`config.mk`:
```
export PLATFORM = sky130hd
export DESIGN_NAME = emem_rd_return
export DESIGN_NICKNAME = d
export VERILOG_FILES = /design/src/common/emesh_pkg.sv /design/src/common/emem_pkg.sv /design/src/verilog/emem_rd_return.sv
export VERILOG_INCLUDE_DIRS = /design/src /design/src/common
export SDC_FILE = /design/constraint.sdc
export NUM_CORES = 1
export LEC_CHECK = 0
export ABC_AREA = 1
export BUFFER_PORTS_ARGS = -buffer_cell sky130_fd_sc_hd__buf_2
export CAP_MARGIN = 10
export CORE_ASPECT_RATIO = 0.6
export CORE_UTILIZATION = 45
export DETAILED_ROUTE_END_ITERATION = 8
export GPL_TIMING_DRIVEN = 1
export HOLD_SLACK_MARGIN = 0.02
export PLACE_DENSITY_LB_ADDON = 0.2
export SLEW_MARGIN = 10
export SYNTH_ARGS = -nofsm -noshare
export SYNTH_HDL_FRONTEND = slang
export SYNTH_SLANG_ARGS = --single-unit
```
`constraint.sdc`:
```
create_clock -name clk -period 3.35 [get_ports clk]
set_clock_uncertainty 0.1 [all_clocks]
set_input_delay 0.67 -clock clk [delete_from_list [all_inputs] [get_ports clk]]
set_output_delay 0.67 -clock clk [all_outputs]
set_load 0.05 [all_outputs]
```
`src/common/emem_settings.svh`:
```
`ifndef EMEM_SETTINGS_SVH
`define EMEM_SETTINGS_SVH

// Fabric address and data width
`define EMEM_AW 32

// Full emesh packet width
`define EMEM_PW 104

// Rows of 64 bits in the array
// Row address width is clog2 of this
`define EMEM_DEPTH 65536

`endif

```
`src/common/emesh_pkg.sv`:
```
`default_nettype none

`include "emem_settings.svh"

package emesh_pkg;

   // Transfer size of a request
   typedef enum logic [1:0]
   {
      BYTE   = 2'b00,
      SHORT  = 2'b01,
      WORD   = 2'b10,
      DOUBLE = 2'b11
   } datamode_e;

   //####################
   // Packet views
   //####################

   // Write view, top field is the upper half of a double
   typedef struct packed
   {
      logic [`EMEM_AW-1:0] data_hi;
      logic [`EMEM_AW-1:0] data;
      logic [`EMEM_AW-1:0] dstaddr;
      logic [4:0]          ctrlmode;
      datamode_e           datamode;
      logic                write;
   } emesh_wr_view_s;

   // Read view, top field is where the response goes
   typedef struct packed
   {
      logic [`EMEM_AW-1:0] return_addr;
      logic [`EMEM_AW-1:0] data;
      logic [`EMEM_AW-1:0] dstaddr;
      logic [4:0]          ctrlmode;
      datamode_e           datamode;
      logic                write;
   } emesh_rd_view_s;

   // Same 104 bits, decoded by the write bit
   typedef union packed
   {
      emesh_wr_view_s wr;
      emesh_rd_view_s rd;
   } emesh_packet_u;

endpackage

`default_nettype wire

```
`src/common/emem_pkg.sv`:
```
`default_nettype none

`include "emem_settings.svh"

package emem_pkg;

   // Row index width
   localparam int MEM_AW = $clog2(`EMEM_DEPTH);

   // Byte address bits below the row index
   localparam int ROW_LSB = 3;

   //####################
   // Array types
   //####################

   // One 64-bit row
   typedef logic [63:0] mem_word_t;

   // Bit i enables byte i of a row
   typedef logic [7:0] byte_mask_t;

   // Row address
   typedef logic [MEM_AW-1:0] mem_addr_t;

endpackage

`default_nettype wire

```
`src/verilog/emem_rd_return.sv`:
```
`default_nettype none

`include "emem_settings.svh"

module emem_rd_return
   import emesh_pkg::*;
   import emem_pkg::*;
(
   input  wire logic                clk,
   input  wire logic                nreset,
   input  wire logic                rd_strobe,
   input  wire datamode_e           rd_datamode,
   input  wire logic [4:0]          rd_ctrlmode,
   input  wire logic [2:0]          rd_lane,
   input  wire logic [`EMEM_AW-1:0] rd_return_addr,
   input  wire mem_word_t           rdata,
   output logic                     access_out,
   output emesh_packet_u            packet_out
);

   datamode_e           ret_mode;
   logic [4:0]          ret_ctrl;
   logic [2:0]          ret_lane;
   logic [`EMEM_AW-1:0] ret_addr;
   logic [`EMEM_AW-1:0] lo_word;
   logic [`EMEM_AW-1:0] hi_word;

   //####################
   // Read context
   //####################

   always_ff @(posedge clk or negedge nreset)
   begin
      if (!nreset)
         access_out <= 1'b0;
      else
         access_out <= rd_strobe;   // One cycle behind the array access
   end

   // Held alongside the array read
   always_ff @(posedge clk)
   begin
      if (rd_strobe)
      begin
         ret_mode <= rd_datamode;
         ret_ctrl <= rd_ctrlmode;
         ret_lane <= rd_lane;
         ret_addr <= rd_return_addr;
      end
   end

   //####################
   // Lane alignment
   //####################

   always_comb
   begin
      hi_word = '0;
      case (ret_mode)
         BYTE:    lo_word = {24'd0, rdata[{ret_lane, 3'b000} +: 8]};
         SHORT:   lo_word = {16'd0, rdata[{ret_lane[2:1], 4'b0000} +: 16]};
         WORD:    lo_word = rdata[{ret_lane[2], 5'b00000} +: 32];
         default:
         begin
            lo_word = rdata[31:0];
            hi_word = rdata[63:32];   // Upper half rides in the top field
         end
      endcase
   end

   // Response is a write back to the requester
   always_comb
   begin
      packet_out.wr = '{
         data_hi:  hi_word,
         data:     lo_word,
         dstaddr:  ret_addr,
         ctrlmode: ret_ctrl,
         datamode: ret_mode,
         write:    1'b1
      };
   end

   // A response carries the full context of its read
   a_resp_context_known : assert property (
      @(posedge clk) disable iff (!nreset)
         access_out |-> !$isunknown({ret_mode, ret_ctrl, ret_lane, ret_addr})
   ) else $error("emem_rd_return: response with unknown read context");

endmodule

`default_nettype wire

```
==> results of run 1 <==
## final timing paths
check / to / slack (ps) / depth (start not counted)
min in group clk: ret_addr[20]$_DFFE_PP_ / 460 / 1
hold / removal: access_out$_DFF_PN0_ / 50 / 1
max in group asynchronous: access_out$_DFF_PN0_ / 3020 / 1
setup / recovery: packet_out[46] / 440 / 7
## area by class of cell
class | instances | area share [%]
multi-input combinational | 322 | 33.0
sequential | 43 | 29.4
timing repair buffer | 220 | 25.6
inverter | 64 | 5.60
clock buffer | 5 | 2.86
tap | 87 | 2.49
clock inverter | 3 | 1.00
## stage by stage
stage	setup WS [ps]	hold WS [ps]	instances
final	440	47.0	744
after global routing	222	47.1	744
after CTS	460	46.7	744
after detailed placement	778	352	736
after global placement	864	345	736
after floorplan	348	274	457
## routing by layer
layer / vias to the layer above / share of wire [%] / routed length [microns]
met5: - / 0 / 0
met4: 0 / 1.8 / 195
met3: 22 / 12 / 1290
met2: 265 / 45 / 4960
met1: 1757 / 42 / 4620
li1: 1871 / - / -
## registers in the layout, indices dropped and copies added, names as in the netlist
name and flops:
access_out 1, ret_addr 32, ret_ctrl 5, ret_lane 3
ret_mode 2
## cell families (layout without fill, tap and decap cells)
kind of cell	count (synthesis)	count (layout)	share of synthesized area, %
AO/OA/AOI/OAI	54	54	9.55
other	1	1	0.118
flip-flops	43	43	40.6
AND/OR/NAND/NOR	267	267	35.9
buffers and inverters	92	292	13.8
## cell usage in the layout (no fill, tap or decap), drive strengths merged
cell / n
or2: 8
a21oi: 12
nand3: 69
a22oi: 3
o211ai: 1
o21ai: 21
o22ai: 16
clkinv: 2
inv: 64
buf: 220
a21o: 1
edfxtp: 42
nor2: 35
nor3: 1
bufinv: 1
conb: 1
nand2: 154
clkbuf: 5
dfrtp: 1
## critical path: cells and delay by family (launching register included)
family,cells,cell delay (ps)
buffers and inverters,3,460
flip-flops,1,760
AND/OR/NAND/NOR,4,640
## where the power goes
| group | switching (mW) | internal, mW |
|---|---|---|
| logic | 0.675 | 0.214 |
| registers | 0.0174 | 0.638 |
| clock network | 0.203 | 0.351 |
| total | 0.895 | 1.20 |
==> flow_metrics.env, run 1 <==
export IMPL_postSynthAreaPerCell_sq_um=6.94
export IMPL_num_vias=3915
export IMPL_post_cts_resized=0
export IMPL_syn_inst=457
export IMPL_cp_startpoint="ret_lane[0]$_DFFE_PP_"
export IMPL_cts_root_buf="clkbuf_16"
export IMPL_yosysUniqueCellTypes=23
export IMPL_overflow=0
export IMPL_die_width_microns=110
export IMPL_initialDrtViolationCount=378
export IMPL_synth_top_cell_by_area="edfxtp_1"
export IMPL_die_h_microns=67.0
export IMPL_io_buffers=212
export IMPL_busiest_layer="met2"
export IMPL_crit_arrival_ps=2140
export IMPL_fin_tns_setup_ps=0
export IMPL_hold_path_class="in2async"
export IMPL_grt_use_met3_pct=6.85
export IMPL_routed_wl_mm=11.1
export IMPL_hpwl_mm=8.39
export IMPL_grt_max_degree=44
export IMPL_synth_top_area_share_pct=39.8
export IMPL_grt_pass1_vias=3352
export IMPL_gp_congestion=0.933
export IMPL_syn_area_sq_um=3170
export IMPL_slowest_delay_ps=760
export IMPL_register_area_sq_um=1290
export IMPL_dieArea_sq_um=7400
export IMPL_maxCapViolations=0
export IMPL_ys_top_cells_by_count="nand2_1, nand3_1, inv_1"
export IMPL_fin_util_pct=65.0
export IMPL_cellLeakagePower_nw=2.49
export IMPL_max_freq_mhz=344
export IMPL_first_pass_iters=5
export IMPL_final_antenna_net_count=0
export IMPL_drive_above_1_share_pct=37.4
export IMPL_clock_path_buffers=2
export IMPL_syn_num_nets=566
export IMPL_ys_seq_area_share_pct=40.6
export IMPL_crit_chain="inv_1 -> nor3_2 -> nand3_1 -> nand3_1 -> nand2_1 -> inv_1 -> buf_2"
export IMPL_cts_buffers=5
export IMPL_clk_pin_slew_ps=60
export IMPL_syn_to_final_growth_pct=38.0
export IMPL_grtUsageMet2_pct=45.3
export IMPL_finalHoldViolCount=0
export IMPL_end_kind="output port"
export IMPL_ios=214
export IMPL_postCtsHoldBufs=0
export IMPL_clock_sink_count=43
export IMPL_ys_async_sr_fraction_pct=2.33
export IMPL_cts_tree="yes"
export IMPL_synth_edf_count=42
export IMPL_ys_ff_latch=43
export IMPL_via_per_inst=5.26
export IMPL_antenna_found_initial=0
export IMPL_htreeDepth=2
export IMPL_min_period_ps=2910
export IMPL_rows=23
export IMPL_ys_warn_count=0
export IMPL_grt_usage_pct=29.8
export IMPL_antennaDiodeCount=0
export IMPL_fin_nets=765
export IMPL_rsz0062_at_grt="no"
export IMPL_slew_limit_headroom_pct=36.2
export IMPL_period_share_pct=86.9
export IMPL_finalSetupViolations=0
export IMPL_required_ps=2580
export IMPL_multi_input_area_sq_um=1450
export IMPL_grt_pass1_wl_mm=16.4
export IMPL_cts_setup_buffers=0
export IMPL_synth_top_cells_by_area="edfxtp_1, nand2_1, nand3_1"
export IMPL_ir_drop_mv=0.298
export IMPL_drc_errors=0
export IMPL_power_density_nw_per_um2=479
export IMPL_stdcell_area_sq_um=4380
export IMPL_path_class="reg2out"
export IMPL_met1_usage_pct=41.4
export IMPL_tightestPinTransition_ps=957
export IMPL_synth_most_common_cell="nand2_1"
export IMPL_startpoint_type="register"
export IMPL_path_max_fanout=22
export IMPL_fillers=609
export IMPL_slew_violations=0
export IMPL_total_power_mw=2.10
export IMPL_cp_slowest_cell="edfxtp_1"
export IMPL_start_util_pct=47.1
export IMPL_placed_cell_area_sq_um=4210
export IMPL_synthFlopType="edfxtp_1"
export IMPL_routedWlPerCell_microns=14.9
export IMPL_coreArea_sq_um=6730
export IMPL_status="finished, final reports clean"
No activity file was read; power rests on OpenSTA's default activity.
==> run 2: changes to the inputs <==
--- a/config.mk
+++ b/config.mk
@@ -9,7 +9,6 @@
 export ABC_AREA = 1
 export BUFFER_PORTS_ARGS = -buffer_cell sky130_fd_sc_hd__buf_2
 export CAP_MARGIN = 10
-export CORE_ASPECT_RATIO = 0.6
 export CORE_UTILIZATION = 45
 export DETAILED_ROUTE_END_ITERATION = 8
 export GPL_TIMING_DRIVEN = 1
==> flow_metrics.env, run 2 (synthesis gave the netlist of run 1 again) <==
export IMPL_status="finished, final reports clean"
export IMPL_rows=30
export IMPL_fin_tns_setup_ps=0
export IMPL_placed_cell_area_sq_um=4210
export IMPL_end_kind="output port"
export IMPL_required_ps=2580
export IMPL_placedCellCount=744
export IMPL_die_h_microns=86.0
export IMPL_crit_arrival_ps=2220
export IMPL_grt_pass1_vias=3363
export IMPL_grt_pass1_wl_mm=15.2
export IMPL_grt_usage_pct=26.1
export IMPL_drive_above_1_share_pct=37.3
export IMPL_initialDrtViolationCount=170
export IMPL_max_freq_mhz=334
export IMPL_antennaDiodeCount=0
export IMPL_syn_to_final_growth_pct=36.6
export IMPL_cts_root_buf="clkbuf_8"
export IMPL_tightestPinTransition_ps=905
export IMPL_htreeDepth=2
export IMPL_routedWlPerCell_microns=13.4
export IMPL_slew_limit_headroom_pct=39.6
export IMPL_layout_commonest_cell="buf_2"
export IMPL_finalHoldViolCount=0
export IMPL_routed_wl_mm=10.1
export IMPL_post_cts_resized=0
export IMPL_cts_tree="yes"
export IMPL_final_cell_mix="buf_2, nand2_1, nand3_1, inv_1, edfxtp_1"
export IMPL_maxCapViolations=0
export IMPL_clock_sink_count=43
export IMPL_startpoint_type="register"
export IMPL_gp_congestion=0.845
export IMPL_via_per_inst=5.09
export IMPL_grt_max_degree=44
export IMPL_start_util_pct=46.7
export IMPL_place_ws_ps=679
export IMPL_path_max_fanout=29
export IMPL_dieArea_sq_um=7390
export IMPL_finalSetupViolations=0
export IMPL_drc_errors=0
export IMPL_largest_reg_flops=32
export IMPL_io_buffers=212
export IMPL_first_pass_iters=5
export IMPL_cts_buffers=5
export IMPL_clk_pin_slew_ps=80
export IMPL_cts_setup_buffers=0
export IMPL_slew_violations=0
export IMPL_path_class="reg2out"
export IMPL_postCtsHoldBufs=0
export IMPL_fin_nets=764
export IMPL_rsz0062_at_grt="no"
export IMPL_clock_path_buffers=2
export IMPL_hpwl_mm=7.64
export IMPL_overflow=0
export IMPL_coreArea_sq_um=6790
export IMPL_ios=214
export IMPL_stdcell_area_sq_um=4330
export IMPL_fin_cells=752
export IMPL_top_register="ret_addr"
export IMPL_cellLeakagePower_nw=2.46
export IMPL_num_vias=3829
export IMPL_period_share_pct=89.4
export IMPL_die_width_microns=86.0
export IMPL_min_period_ps=2990
export IMPL_antenna_found_initial=0
export IMPL_hold_path_class="in2async"
export IMPL_ir_drop_mv=0.405
export IMPL_largest_registers="ret_addr (32), ret_ctrl (5), ret_lane (3)"
export IMPL_fin_ws_ps=356
export IMPL_final_antenna_net_count=0
export IMPL_power_density_nw_per_um2=449
==> run 2: routing by layer <==
layer  up-vias  part of all wire, %  global-route usage, %
met5         -                    0                      0
met1      1729                   38                   29.8
li1       1869                    -                      -
met2       215                   50                   45.7
met4         0                  2.0                   11.2
met3        16                   11                   7.31
==> run 2: metrics by stage <==
step | hold WS, ps | utilization [%] | power [mW]
finish | 32.8 | 63.8 | 1.95
global route | 23.0 | 63.8 | 2.03
CTS | 23.9 | 63.8 | 1.95
detailed placement | 346 | 62.0 | 1.54
global placement | 346 | 62.0 | 1.53
floorplan | 274 | - | 1.32
==> run 2: final timing paths <==
| kind | slack, ps | endpoint | startpoint |
|---|---|---|---|
| max in group asynchronous | 3040 | access_out$_DFF_PN0_ | nreset |
| min in group clk | 450 | ret_addr[20]$_DFFE_PP_ | rd_return_addr[20] |
| worst min-delay path | 30 | access_out$_DFF_PN0_ | nreset |
| worst max-delay path | 360 | packet_out[48] | ret_lane[2]$_DFFE_PP_ |
==> run 2: critical path, cell delays in order (launching register included) <==
cell      delay [ps]
edfxtp_1         500
inv_2            410
nand2_1          290
o21ai_0          140
o21ai_0          100
o21ai_0          100
nand2_1           70
nand2_1           60
buf_2            250
==> run 2: power breakdown <==
part	switching [mW]	total, mW	internal (mW)	leakage [nW]
registers	0.0220	0.659	0.637	0.423
clock network	0.170	0.415	0.245	0.0618
logic	0.658	0.871	0.213	1.98
==> run 2: final cells by class <==
type | count | area, sq um
clock buffers | 6 | 82.6
clock inverters | 2 | 38.8
fillers | 638 | 2460
inverters | 64 | 245
multi-input cells | 322 | 1450
flip-flops and latches | 43 | 1290
well taps | 96 | 120
repair buffers | 219 | 1110
