`src/common/emem_settings.svh`:
```
`ifndef EMEM_SETTINGS_SVH
`define EMEM_SETTINGS_SVH

// Fabric address and data width
`define EMEM_AW 32

// Full emesh packet width
`define EMEM_PW 104

// Rows of 64 bits in the array
// Row address width is clog2 of this
`define EMEM_DEPTH 65536

`endif

```
`src/common/emesh_pkg.sv`:
```
`default_nettype none

`include "emem_settings.svh"

package emesh_pkg;

   // Transfer size of a request
   typedef enum logic [1:0]
   {
      BYTE   = 2'b00,
      SHORT  = 2'b01,
      WORD   = 2'b10,
      DOUBLE = 2'b11
   } datamode_e;

   //####################
   // Packet views
   //####################

   // Write view, top field is the upper half of a double
   typedef struct packed
   {
      logic [`EMEM_AW-1:0] data_hi;
      logic [`EMEM_AW-1:0] data;
      logic [`EMEM_AW-1:0] dstaddr;
      logic [4:0]          ctrlmode;
      datamode_e           datamode;
      logic                write;
   } emesh_wr_view_s;

   // Read view, top field is where the response goes
   typedef struct packed
   {
      logic [`EMEM_AW-1:0] return_addr;
      logic [`EMEM_AW-1:0] data;
      logic [`EMEM_AW-1:0] dstaddr;
      logic [4:0]          ctrlmode;
      datamode_e           datamode;
      logic                write;
   } emesh_rd_view_s;

   // Same 104 bits, decoded by the write bit
   typedef union packed
   {
      emesh_wr_view_s wr;
      emesh_rd_view_s rd;
   } emesh_packet_u;

endpackage

`default_nettype wire

```
`src/common/emem_pkg.sv`:
```
`default_nettype none

`include "emem_settings.svh"

package emem_pkg;

   // Row index width
   localparam int MEM_AW = $clog2(`EMEM_DEPTH);

   // Byte address bits below the row index
   localparam int ROW_LSB = 3;

   //####################
   // Array types
   //####################

   // One 64-bit row
   typedef logic [63:0] mem_word_t;

   // Bit i enables byte i of a row
   typedef logic [7:0] byte_mask_t;

   // Row address
   typedef logic [MEM_AW-1:0] mem_addr_t;

endpackage

`default_nettype wire

```
`src/verilog/emem_req_decode.sv`:
```
`default_nettype none

`include "emem_settings.svh"

module emem_req_decode
   import emesh_pkg::*;
   import emem_pkg::*;
(
   input  wire logic                access_in,
   input  wire logic                ready,
   input  wire emesh_packet_u       packet_in,
   output logic                     mem_en,
   output logic                     mem_we,
   output mem_addr_t                mem_addr,
   output mem_word_t                mem_wdata,
   output byte_mask_t               mem_wmask,
   output logic                     rd_strobe,
   output datamode_e                rd_datamode,
   output logic [4:0]               rd_ctrlmode,
   output logic [2:0]               rd_lane,
   output logic [`EMEM_AW-1:0]      rd_return_addr
);

   logic       req_write;
   datamode_e  req_mode;
   logic [2:0] req_lane;
   byte_mask_t lane_mask;

   assign req_write = packet_in.wr.write;
   assign req_mode  = packet_in.wr.datamode;
   assign req_lane  = packet_in.wr.dstaddr[2:0];

   //####################
   // Request qualify
   //####################

   assign mem_en    = access_in & ready;   // Accepted this cycle
   assign mem_we    = mem_en & req_write;
   assign rd_strobe = mem_en & ~req_write;

   // 64-bit rows, byte address drops three bits
   assign mem_addr = packet_in.wr.dstaddr[ROW_LSB +: MEM_AW];

   //####################
   // Write data and mask
   //####################

   // Replicate small data across the row
   always_comb
   begin
      case (req_mode)
         BYTE:    mem_wdata = {8{packet_in.wr.data[7:0]}};
         SHORT:   mem_wdata = {4{packet_in.wr.data[15:0]}};
         WORD:    mem_wdata = {2{packet_in.wr.data}};
         default: mem_wdata = {packet_in.wr.data_hi, packet_in.wr.data};
      endcase
   end

   // Lanes touched by the access
   always_comb
   begin
      case (req_mode)
         BYTE:    lane_mask = byte_mask_t'(8'h01 << req_lane);
         SHORT:   lane_mask = byte_mask_t'(8'h03 << {req_lane[2:1], 1'b0});
         WORD:    lane_mask = byte_mask_t'(8'h0f << {req_lane[2], 2'b00});
         default: lane_mask = 8'hff;
      endcase
   end

   assign mem_wmask = lane_mask & {8{mem_we}};   // Nothing written on reads

   //####################
   // Read context
   //####################

   assign rd_datamode    = req_mode;
   assign rd_ctrlmode    = packet_in.rd.ctrlmode;
   assign rd_lane        = req_lane;
   assign rd_return_addr = packet_in.rd.return_addr;   // Response destination

   // Control fields of an accepted packet must be known
   always_comb
   begin
      if (mem_en)
      begin
         assert (!$isunknown({req_write, req_mode, packet_in.wr.dstaddr}))
         else $error("emem_req_decode: accepted packet has unknown control bits");
      end
   end

endmodule

`default_nettype wire

```
`config.mk`:
```
export PLATFORM = sky130hd
export DESIGN_NAME = emem_req_decode
export DESIGN_NICKNAME = d
export VERILOG_FILES = /design/src/common/emesh_pkg.sv /design/src/common/emem_pkg.sv /design/src/verilog/emem_req_decode.sv
export VERILOG_INCLUDE_DIRS = /design/src /design/src/common
export SDC_FILE = /design/constraint.sdc
export NUM_CORES = 1
export LEC_CHECK = 0
export BUFFER_PORTS_ARGS = -buffer_cell sky130_fd_sc_hd__buf_2
export CAP_MARGIN = 40
export CORE_AREA = 2 2 92 94
export DETAILED_ROUTE_END_ITERATION = 8
export DIE_AREA = 0 0 94 96
export PLACE_DENSITY = 0.6
export SLEW_MARGIN = 15
export SYNTH_ARGS = -nofsm -noshare
export SYNTH_HDL_FRONTEND = slang
export SYNTH_SLANG_ARGS = --single-unit
```
`constraint.sdc`:
```
create_clock -name vclk -period 1.1
set_clock_uncertainty 0.05 [all_clocks]
set_input_delay 0.055 -clock vclk [all_inputs]
set_output_delay 0.055 -clock vclk [all_outputs]
set_load 0.01 [all_outputs]
```
==> results.md, run 1 <==
- For this design the ratio of total power to cell area is about 470 mW/mm².
- The die is between 90 and 100 µm wide.
- The first detailed-routing pass took 4 iterations.
- Sorting the synthesized cells by area gives the leading types as sky130_fd_sc_hd__buf_4 (31%), sky130_fd_sc_hd__mux2_2 (17%), sky130_fd_sc_hd__mux2i_1 (15%).
- Of the available clock period, the critical path in the final layout requires ~100%.
- The mean routed wirelength per cell is approximately 14 µm.
- At the worst endpoint, the required time is 1.00 ns.
- Entering global routing, the biggest net connects 20 pins.
- After synthesis, the share of cell area in mux cells is between 30% and 40%.
- For this run, the post-layout net count is 462.
- The synthesized instance count is around 220.
- After synthesis, flip-flops and latches occupy 0% of the total area.
- Summing the areas of all compound-gate instances in the mapped netlist gives ~17% of the synthesized area.
- The achievable clock frequency is slightly above 900 MHz.
- The start point of the critical path is packet_in[1].
- The maximum net fanout on the critical path is 8.
- The final number of hold-violating endpoints is 0.
- The global-route wire length before repair is ~8900 µm.
- The launching element type of the critical path is an input pin.
- Summed over all failing endpoints, the final setup total negative slack is 0 ns.
- In this run the cell area of the synthesized design comes to approximately 0.0016 mm².
- The number of flip-flops and latches is 0.
- The number of global-route vias before repair is 1,775.
- The final layout contains routed wiring with a total length of around 6300 µm.
- The floorplan step defined a core boundary enclosing 0.00805 mm².
- The last element of the critical path is mem_wdata[25].
- The count of nets left with antenna violations once routing finished came out at 0.
- Summing internal, switching and leakage power gives about 1200 µW.
- The flow ran to the end, and the final reports show no timing, DRC or antenna violations.
- Max-cap violations in this run came to 0.
- For the pin with the worst max-slew slack, the measured transition is between 0.2 and 0.3 ns.
- The analysis attributes to cell leakage a power of between 0.001 and 0.0015 µW.
- Summing all flip-flop and latch instances after layout gives 0 µm².
- Setup repair after global routing could not meet its margin everywhere.
- 239 I/O pins were placed.
- IR analysis of the VDD net gives a maximum drop of approximately 0.00017 V.
- The final setup violation count is 0.
- When the netlist entered floorplanning its net count stood at between 300 and 400.
- The post-synthesis simple-gate area fraction is a little under an eighth.
- The initial utilization of the core area, before any placement, comes to 19.9%.
- The largest area contributor in the synthesized netlist is sky130_fd_sc_hd__buf_4.
- The number of placement rows is 33.
- The total die area is 0.00902 mm².
- The number of antenna violations at the first check in global routing is 0.
- The number of different library cells used by synthesis comes to 22.
- The mean post-synth cell area is ~7.3 µm².
- The overflow left after global routing is 0.
- The initial DRC count is 21.
- The synthesized netlist devotes 0% of its cell area to XOR and XNOR gates.
- Buffers inserted to repair hold after CTS numbered 0.
- In the layout the commonest cells are sky130_fd_sc_hd__buf_2 (173), sky130_fd_sc_hd__a21oi_1 (33), sky130_fd_sc_hd__mux2i_1 (24).
- The number of pins with negative max-slew slack in the final report is 0.
- Of the cells placed in the final design, the portion with a size suffix greater than 1 is roughly 72%.
- Input and output buffers added on the ports amount to ~180.
- The number of synthesis warnings is 0.
- The fraction of post-synthesis cell area in the top cell type by area is 31.4%.
- The worst pin sits at a relative slew slack of ~81%.
- The signed area change from the synthesized netlist to the final layout is 60.8%.
- The dominant combinational cell family by area after synthesis is buffers and inverters.
- For this run, the slowest stage of the critical path takes about 0.17 ns.
- Measured along the y axis, the die boundary spans ~96 µm.
- Routability-driven placement finished with a final weighted congestion of approximately 0.7.
- The slowest cell on the critical path is sky130_fd_sc_hd__a211oi_2.
- The clock period could shrink to around 1.1 ns.
- The adder-cell share of the synthesized area is 0%.
- The count of clock-net buffers in the final layout is 0.
- Leaving out fill and tap cells, the most frequent cell in the layout is sky130_fd_sc_hd__buf_2.
- After detailed routing, the number of remaining DRC violations is 0.
- The antenna diode instance count is 0.
- The kind of end point of the critical path is an output pin.
- In the routed layout, each cell is associated on average with a via count of roughly 4.3.
- Walking the worst path, the cells encountered are buf_12 -> buf_12 -> buf_4 -> a211oi_2 -> buf_4 -> a21oi_1 -> buf_2.
- The start-to-end type of the worst setup path is input pin to output pin.
- The routed layout has between 1,500 and 2,000 vias.
- The overall fraction of global-route tracks in use is about an eighth.
- The path class of the tightest hold or removal check is input pin to output pin.
- At the worst endpoint, the arrival time is between 0.9 and 1 ns.
- The half-perimeter wire length of the detailed placement result is 5290 µm.
-- metal layers --
metal / global-route usage, % / share of wire [%] / up-vias
met1: 15.0 / 40 / 889
met2: 24.0 / 51 / 116
met3: 1.25 / 7.8 / 8
met5: 0 / 0 / -
met4: 1.69 / 0.93 / 0
li1: - / - / 949
-- power by group --
part           switching (µW)  internal [µW]
Sequential                  0              0
Combinational             595            622
Clock                       0              0
-- per-stage QoR --
step           cells  area, µm²  hold WS [ns]  setup slack [ns]  utilization, %
5_1_grt          459       2570        0.0600           -0.0429            32.0
6_report         459       2570        0.0600           0.00794            32.0
3_5_place_dp     457       2300        0.0601            -0.118            28.6
3_3_place_gp     457       2300        0.0601            -0.112            28.6
2_1_floorplan    218       1600         0.106             0.197               -
4_1_cts          459       2530        0.0601           -0.0176            31.4
-- synth_stat cells, types with 2 or more instances --
master / count
sky130_fd_sc_hd__buf_6: 2
sky130_fd_sc_hd__a21oi_1: 36
sky130_fd_sc_hd__a211oi_2: 2
sky130_fd_sc_hd__mux2_2: 24
sky130_fd_sc_hd__mux2i_1: 24
sky130_fd_sc_hd__buf_4: 67
sky130_fd_sc_hd__nor2_1: 17
sky130_fd_sc_hd__o21ai_0: 3
sky130_fd_sc_hd__buf_2: 5
sky130_fd_sc_hd__a211oi_1: 6
sky130_fd_sc_hd__buf_8: 3
sky130_fd_sc_hd__inv_1: 9
sky130_fd_sc_hd__nor2b_1: 11
-- cell type report --
class	count	area, µm²
inverter	9	33.8
tap	105	131
fill	884	5480
timing repair buffer	214	1330
multi-input combinational	131	1080
-- timing repair --
item | 4_1_cts | 5_1_grt
endpoints found under the setup margin | 53 | 40
buffers inserted | 0 | 0
cloned | 2 | 0
resized for setup | 38 | 14
pin swaps | 4 | 11
-- critical path: cells and delay by family --
family                 cells  cell delay [ns]
buffers and inverters      5             0.71
AOI/OAI and AO/OA          2             0.21
-- how the worst min path moves through the flow --
stage	startpoint	end	slack (ns)	cells past startpoint
2_1_floorplan	packet_in[0]	rd_strobe	0.11	1
3_3_place_gp	packet_in[17]	mem_addr[6]	0.06	0
3_5_place_dp	packet_in[17]	mem_addr[6]	0.06	0
4_1_cts	packet_in[17]	mem_addr[6]	0.06	0
5_1_grt	packet_in[21]	mem_addr[10]	0.06	0
6_report	packet_in[4]	rd_ctrlmode[1]	0.06	0
-- kinds of logic (layout without fill, tap and decap cells) --
group | Yosys count | after routing
buffers and inverters | 87 | 223
AOI/OAI and AO/OA | 48 | 48
and+or+nand+nor | 35 | 35
muxes | 48 | 48
Power figures use the tool's default switching activity.
==> run 2, diff against run 1 <==
CELL_PAD_IN_SITES_DETAIL_PLACEMENT = 0   (was not set)
CELL_PAD_IN_SITES_GLOBAL_PLACEMENT = 1   (was not set)
CORE_AREA = not set   (was 2 2 92 94)
CORE_UTILIZATION = 18   (was not set)
DIE_AREA = not set   (was 0 0 94 96)
PLACE_DENSITY = 0.86   (was 0.6)
==> run 2 against run 1 <==
  * Global-route usage down 0.99 points
  * Wire length down 4.6%
  * Die area up 2.7%
  * Final area down 5.3%
  * Flip-flop and latch count unchanged
  * Setup slack better by 0.036 ns
  * Largest cell class unchanged
==> results.md, run 2 (synthesis results as in run 1) <==
- The switching part of the total is 50.4% (+1.5 points).
- The sum of negative setup slack is 0 ns (unchanged).
- The half-perimeter wire length of the detailed placement result is 5120 µm (-3.1%).
- The clock power share is 0% (unchanged).
- The number of detailed-routing iterations run before antenna repair came to 6 (+2).
- The final setup violation count was 0 (unchanged).
- The largest net degree at the start of global routing is 21 (+5.0%).
- The number of global-route vias before repair was 1,631 (-8.1%).
- The final cycle utilization of the critical path is 96.0% (-3.3 points).
- The shortest clock period the worst path allows after layout was 1.06 ns (-0.0358 ns).
- The core area is 0.00868 mm² (+7.8%).
- The overall fraction of global-route tracks in use is 11.4% (-0.99 points).
- The count of clock-net buffers in the final layout was 0 (unchanged).
- The final antenna-violating net count is 0 (unchanged).
- The die width is 96.3 µm (+2.4%).
- The measured slew at the worst slew-check pin came to 0.263 ns (-0.0184 ns).
- The part of the total power dissipated in combinational logic came to 100.0% (about the same).
- The most critical setup path has its startpoint at packet_in[1].
- The number of setup buffers added after CTS is 0 (unchanged).
- The DRC violation count after routing was 0 (unchanged).
- The number of standard cells in the final layout excluding fillers is 460 (+0.22%).
- The via count normalized by instance count is 4.17 (-2.4%).
- The global-route wire length before repair was 8160 µm (-8.0%).
- The setup path with the least slack is of type input pin to output pin.
- The library cell used most frequently in the layout, excluding fill and tap cells, is sky130_fd_sc_hd__buf_2.
- The setup slack after placement came to -0.0943 ns (+0.0233 ns).
- The signed area change from the synthesized netlist to the final layout is 52.2%.
- The final weighted congestion of routability-driven global placement was 0.736 (+4.3%).
- The total die area was 0.00927 mm² (+2.7%).
- The cell area power density came to 467 mW/mm² (-1.4%).
- The maximum net fanout on the critical path is 6 (-2).
- The overflow left after global routing is 0 (unchanged).
- The achievable clock frequency was 947 MHz (+3.4%).
- The floorplan die height was 96.3 µm (+0.30%).
- The relative slew slack was 82.4% (+1.4 points).
- The kind of end point of the critical path is an output pin.
- The library cells used most frequently in the layout, excluding fill and tap cells, are sky130_fd_sc_hd__buf_2 (182), sky130_fd_sc_hd__a21oi_1 (34), sky130_fd_sc_hd__mux2_2 (24).
- The mean routed wirelength per cell is 13.1 µm (-4.8%).
- The number of pins with negative max-slew slack in the final report is 0 (unchanged).
- Following the worst setup path forward leads to its endpoint at mem_wdata[10].
- The antenna diode instance count is 0 (unchanged).
- The number of antenna violations at the first check in global routing is 0 (unchanged).
- The total length of routed met2 wires is 3070 µm (-5.1%).
- The number of placement rows came to 34 (+3.0%).
- The initial standard-cell utilization of the core is 18.4% (-1.4 points).
- The worst hold path belongs to the class input pin to output pin.
- The total number of nets in the final design is 460 (-0.43%).
- Setup repair after global routing could not meet its margin everywhere.
- The arrival time reported for the critical path endpoint is 0.95 ns (-0.04 ns).
- The initial DRC count is 30 (+43%).
- The number of ports placed on the die boundary is 239 (unchanged).
- The maximum VDD drop was 0.000123 V (-29%).
- The cell-internal power was 564 µW (-9.3%).
- The fill cell total of the finished layout came to 983 (+11%).
- The fraction of power consumed by sequential logic is 0% (unchanged).
- The max-cap violation count is 0 (unchanged).
- The total power after layout came to 1140 µW (-6.6%).
- The required time at the endpoint of the critical path was 1.00 ns (about the same).
- The final number of hold-violating endpoints is 0 (unchanged).
- The amount of wire on met3 after detailed routing is 408 µm (-17%).
- The leakage power total came to 0.00135 µW (-5.7%).
- The number of port buffers is 184 (unchanged).
- The net switching power of the design is 573 µW (-3.7%).
- The post-route worst setup slack came to 0.0438 ns (+0.0358 ns).
- The area used by sequential logic in the layout is 0 µm² (unchanged).
- The number of flip-flops and latches is 0 (unchanged).
- The total placed cells including tap cells is 458 (+0.22%).
- The total routed wirelength is 6040 µm (-4.6%).
- The uppermost layer routed is met4.
- The launching element type of the critical path is an input pin.
- The flow ran to the end, and the final reports show no timing, DRC or antenna violations.
- The share of the core filled with cells came to 28.1% (-3.9 points).
- The length of routed wiring on met1 is 2500 µm (-1.7%).
- The via count of the routed design was 1,920 (-2.1%).
- The fraction of final layout cells with drive strength greater than 1 came to 71.0% (-1.3 points).
[run 2: cell count changes in the layout (fill, tap and decap cells not counted), moves of 2 or more]
cell	change
sky130_fd_sc_hd__buf_6	-13
sky130_fd_sc_hd__buf_2	+9
sky130_fd_sc_hd__mux2_2	+8
sky130_fd_sc_hd__mux2_4	-8
sky130_fd_sc_hd__nor2b_1	+4
sky130_fd_sc_hd__buf_4	+2
sky130_fd_sc_hd__mux2i_1	-2
sky130_fd_sc_hd__mux2i_2	+2
sky130_fd_sc_hd__nor2b_2	-2
sky130_fd_sc_hd__nor2b_4	-2
[run 2: cell type report]
| type | instances | area [µm²] | share of cell area, % |
|---|---|---|---|
| multi-input cells | 131 | 1030 | 42.2 |
| repair buffers | 212 | 1240 | 50.8 |
| well taps | 108 | 135 | 5.55 |
| inverters | 9 | 33.8 | 1.39 |
[run 2: power by group through the flow]
stage	Clock [µW]	Sequential (µW)	Combinational, µW
3_3_place_gp	0	0	1070
6_report	0	0	1140
5_1_grt	0	0	1260
3_5_place_dp	0	0	1080
2_1_floorplan	0	0	715
4_1_cts	0	0	1120
[run 2: per-layer routing]
| metal | track usage (%) | vias to the layer above |
|---|---|---|
| met2 | 22.2 | 104 |
| met3 | 1.03 | 12 |
| li1 | - | 947 |
| met4 | 1.10 | 0 |
| met5 | 0 | - |
| met1 | 13.8 | 857 |
[run 2: worst min path at each step]
| stage | start | end | slack [ns] | depth (start not counted) |
|---|---|---|---|---|
| after floorplan | packet_in[0] | rd_strobe | 0.11 | 1 |
| after global placement | packet_in[23] | mem_addr[12] | 0.06 | 0 |
| after detailed placement | packet_in[23] | mem_addr[12] | 0.06 | 0 |
| after CTS | packet_in[23] | mem_addr[12] | 0.06 | 0 |
| after global routing | packet_in[4] | rd_ctrlmode[1] | 0.06 | 0 |
| final | packet_in[18] | mem_addr[7] | 0.06 | 0 |
[run 2: per-stage QoR]
stage,cell area (µm²),hold WS (ns)
finish,2440,0.0600
global route,2440,0.0600
CTS,2370,0.0601
detailed placement,2290,0.0601
global placement,2290,0.0601
floorplan,1600,0.106
[run 2: what timing repair did]
item,CTS,global route
setup endpoints to repair,47,40
gates resized for setup,10,12
gates cloned,1,1
endpoints found under the hold margin,0,0
hold buffers,0,0
pin swaps,4,1
[run 2: worst max-delay path: stages]
cell,delay [ns]
sky130_fd_sc_hd__buf_8,0.13
sky130_fd_sc_hd__nor2_4,0.15
sky130_fd_sc_hd__buf_12,0.13
sky130_fd_sc_hd__mux2_2,0.34
sky130_fd_sc_hd__buf_2,0.14
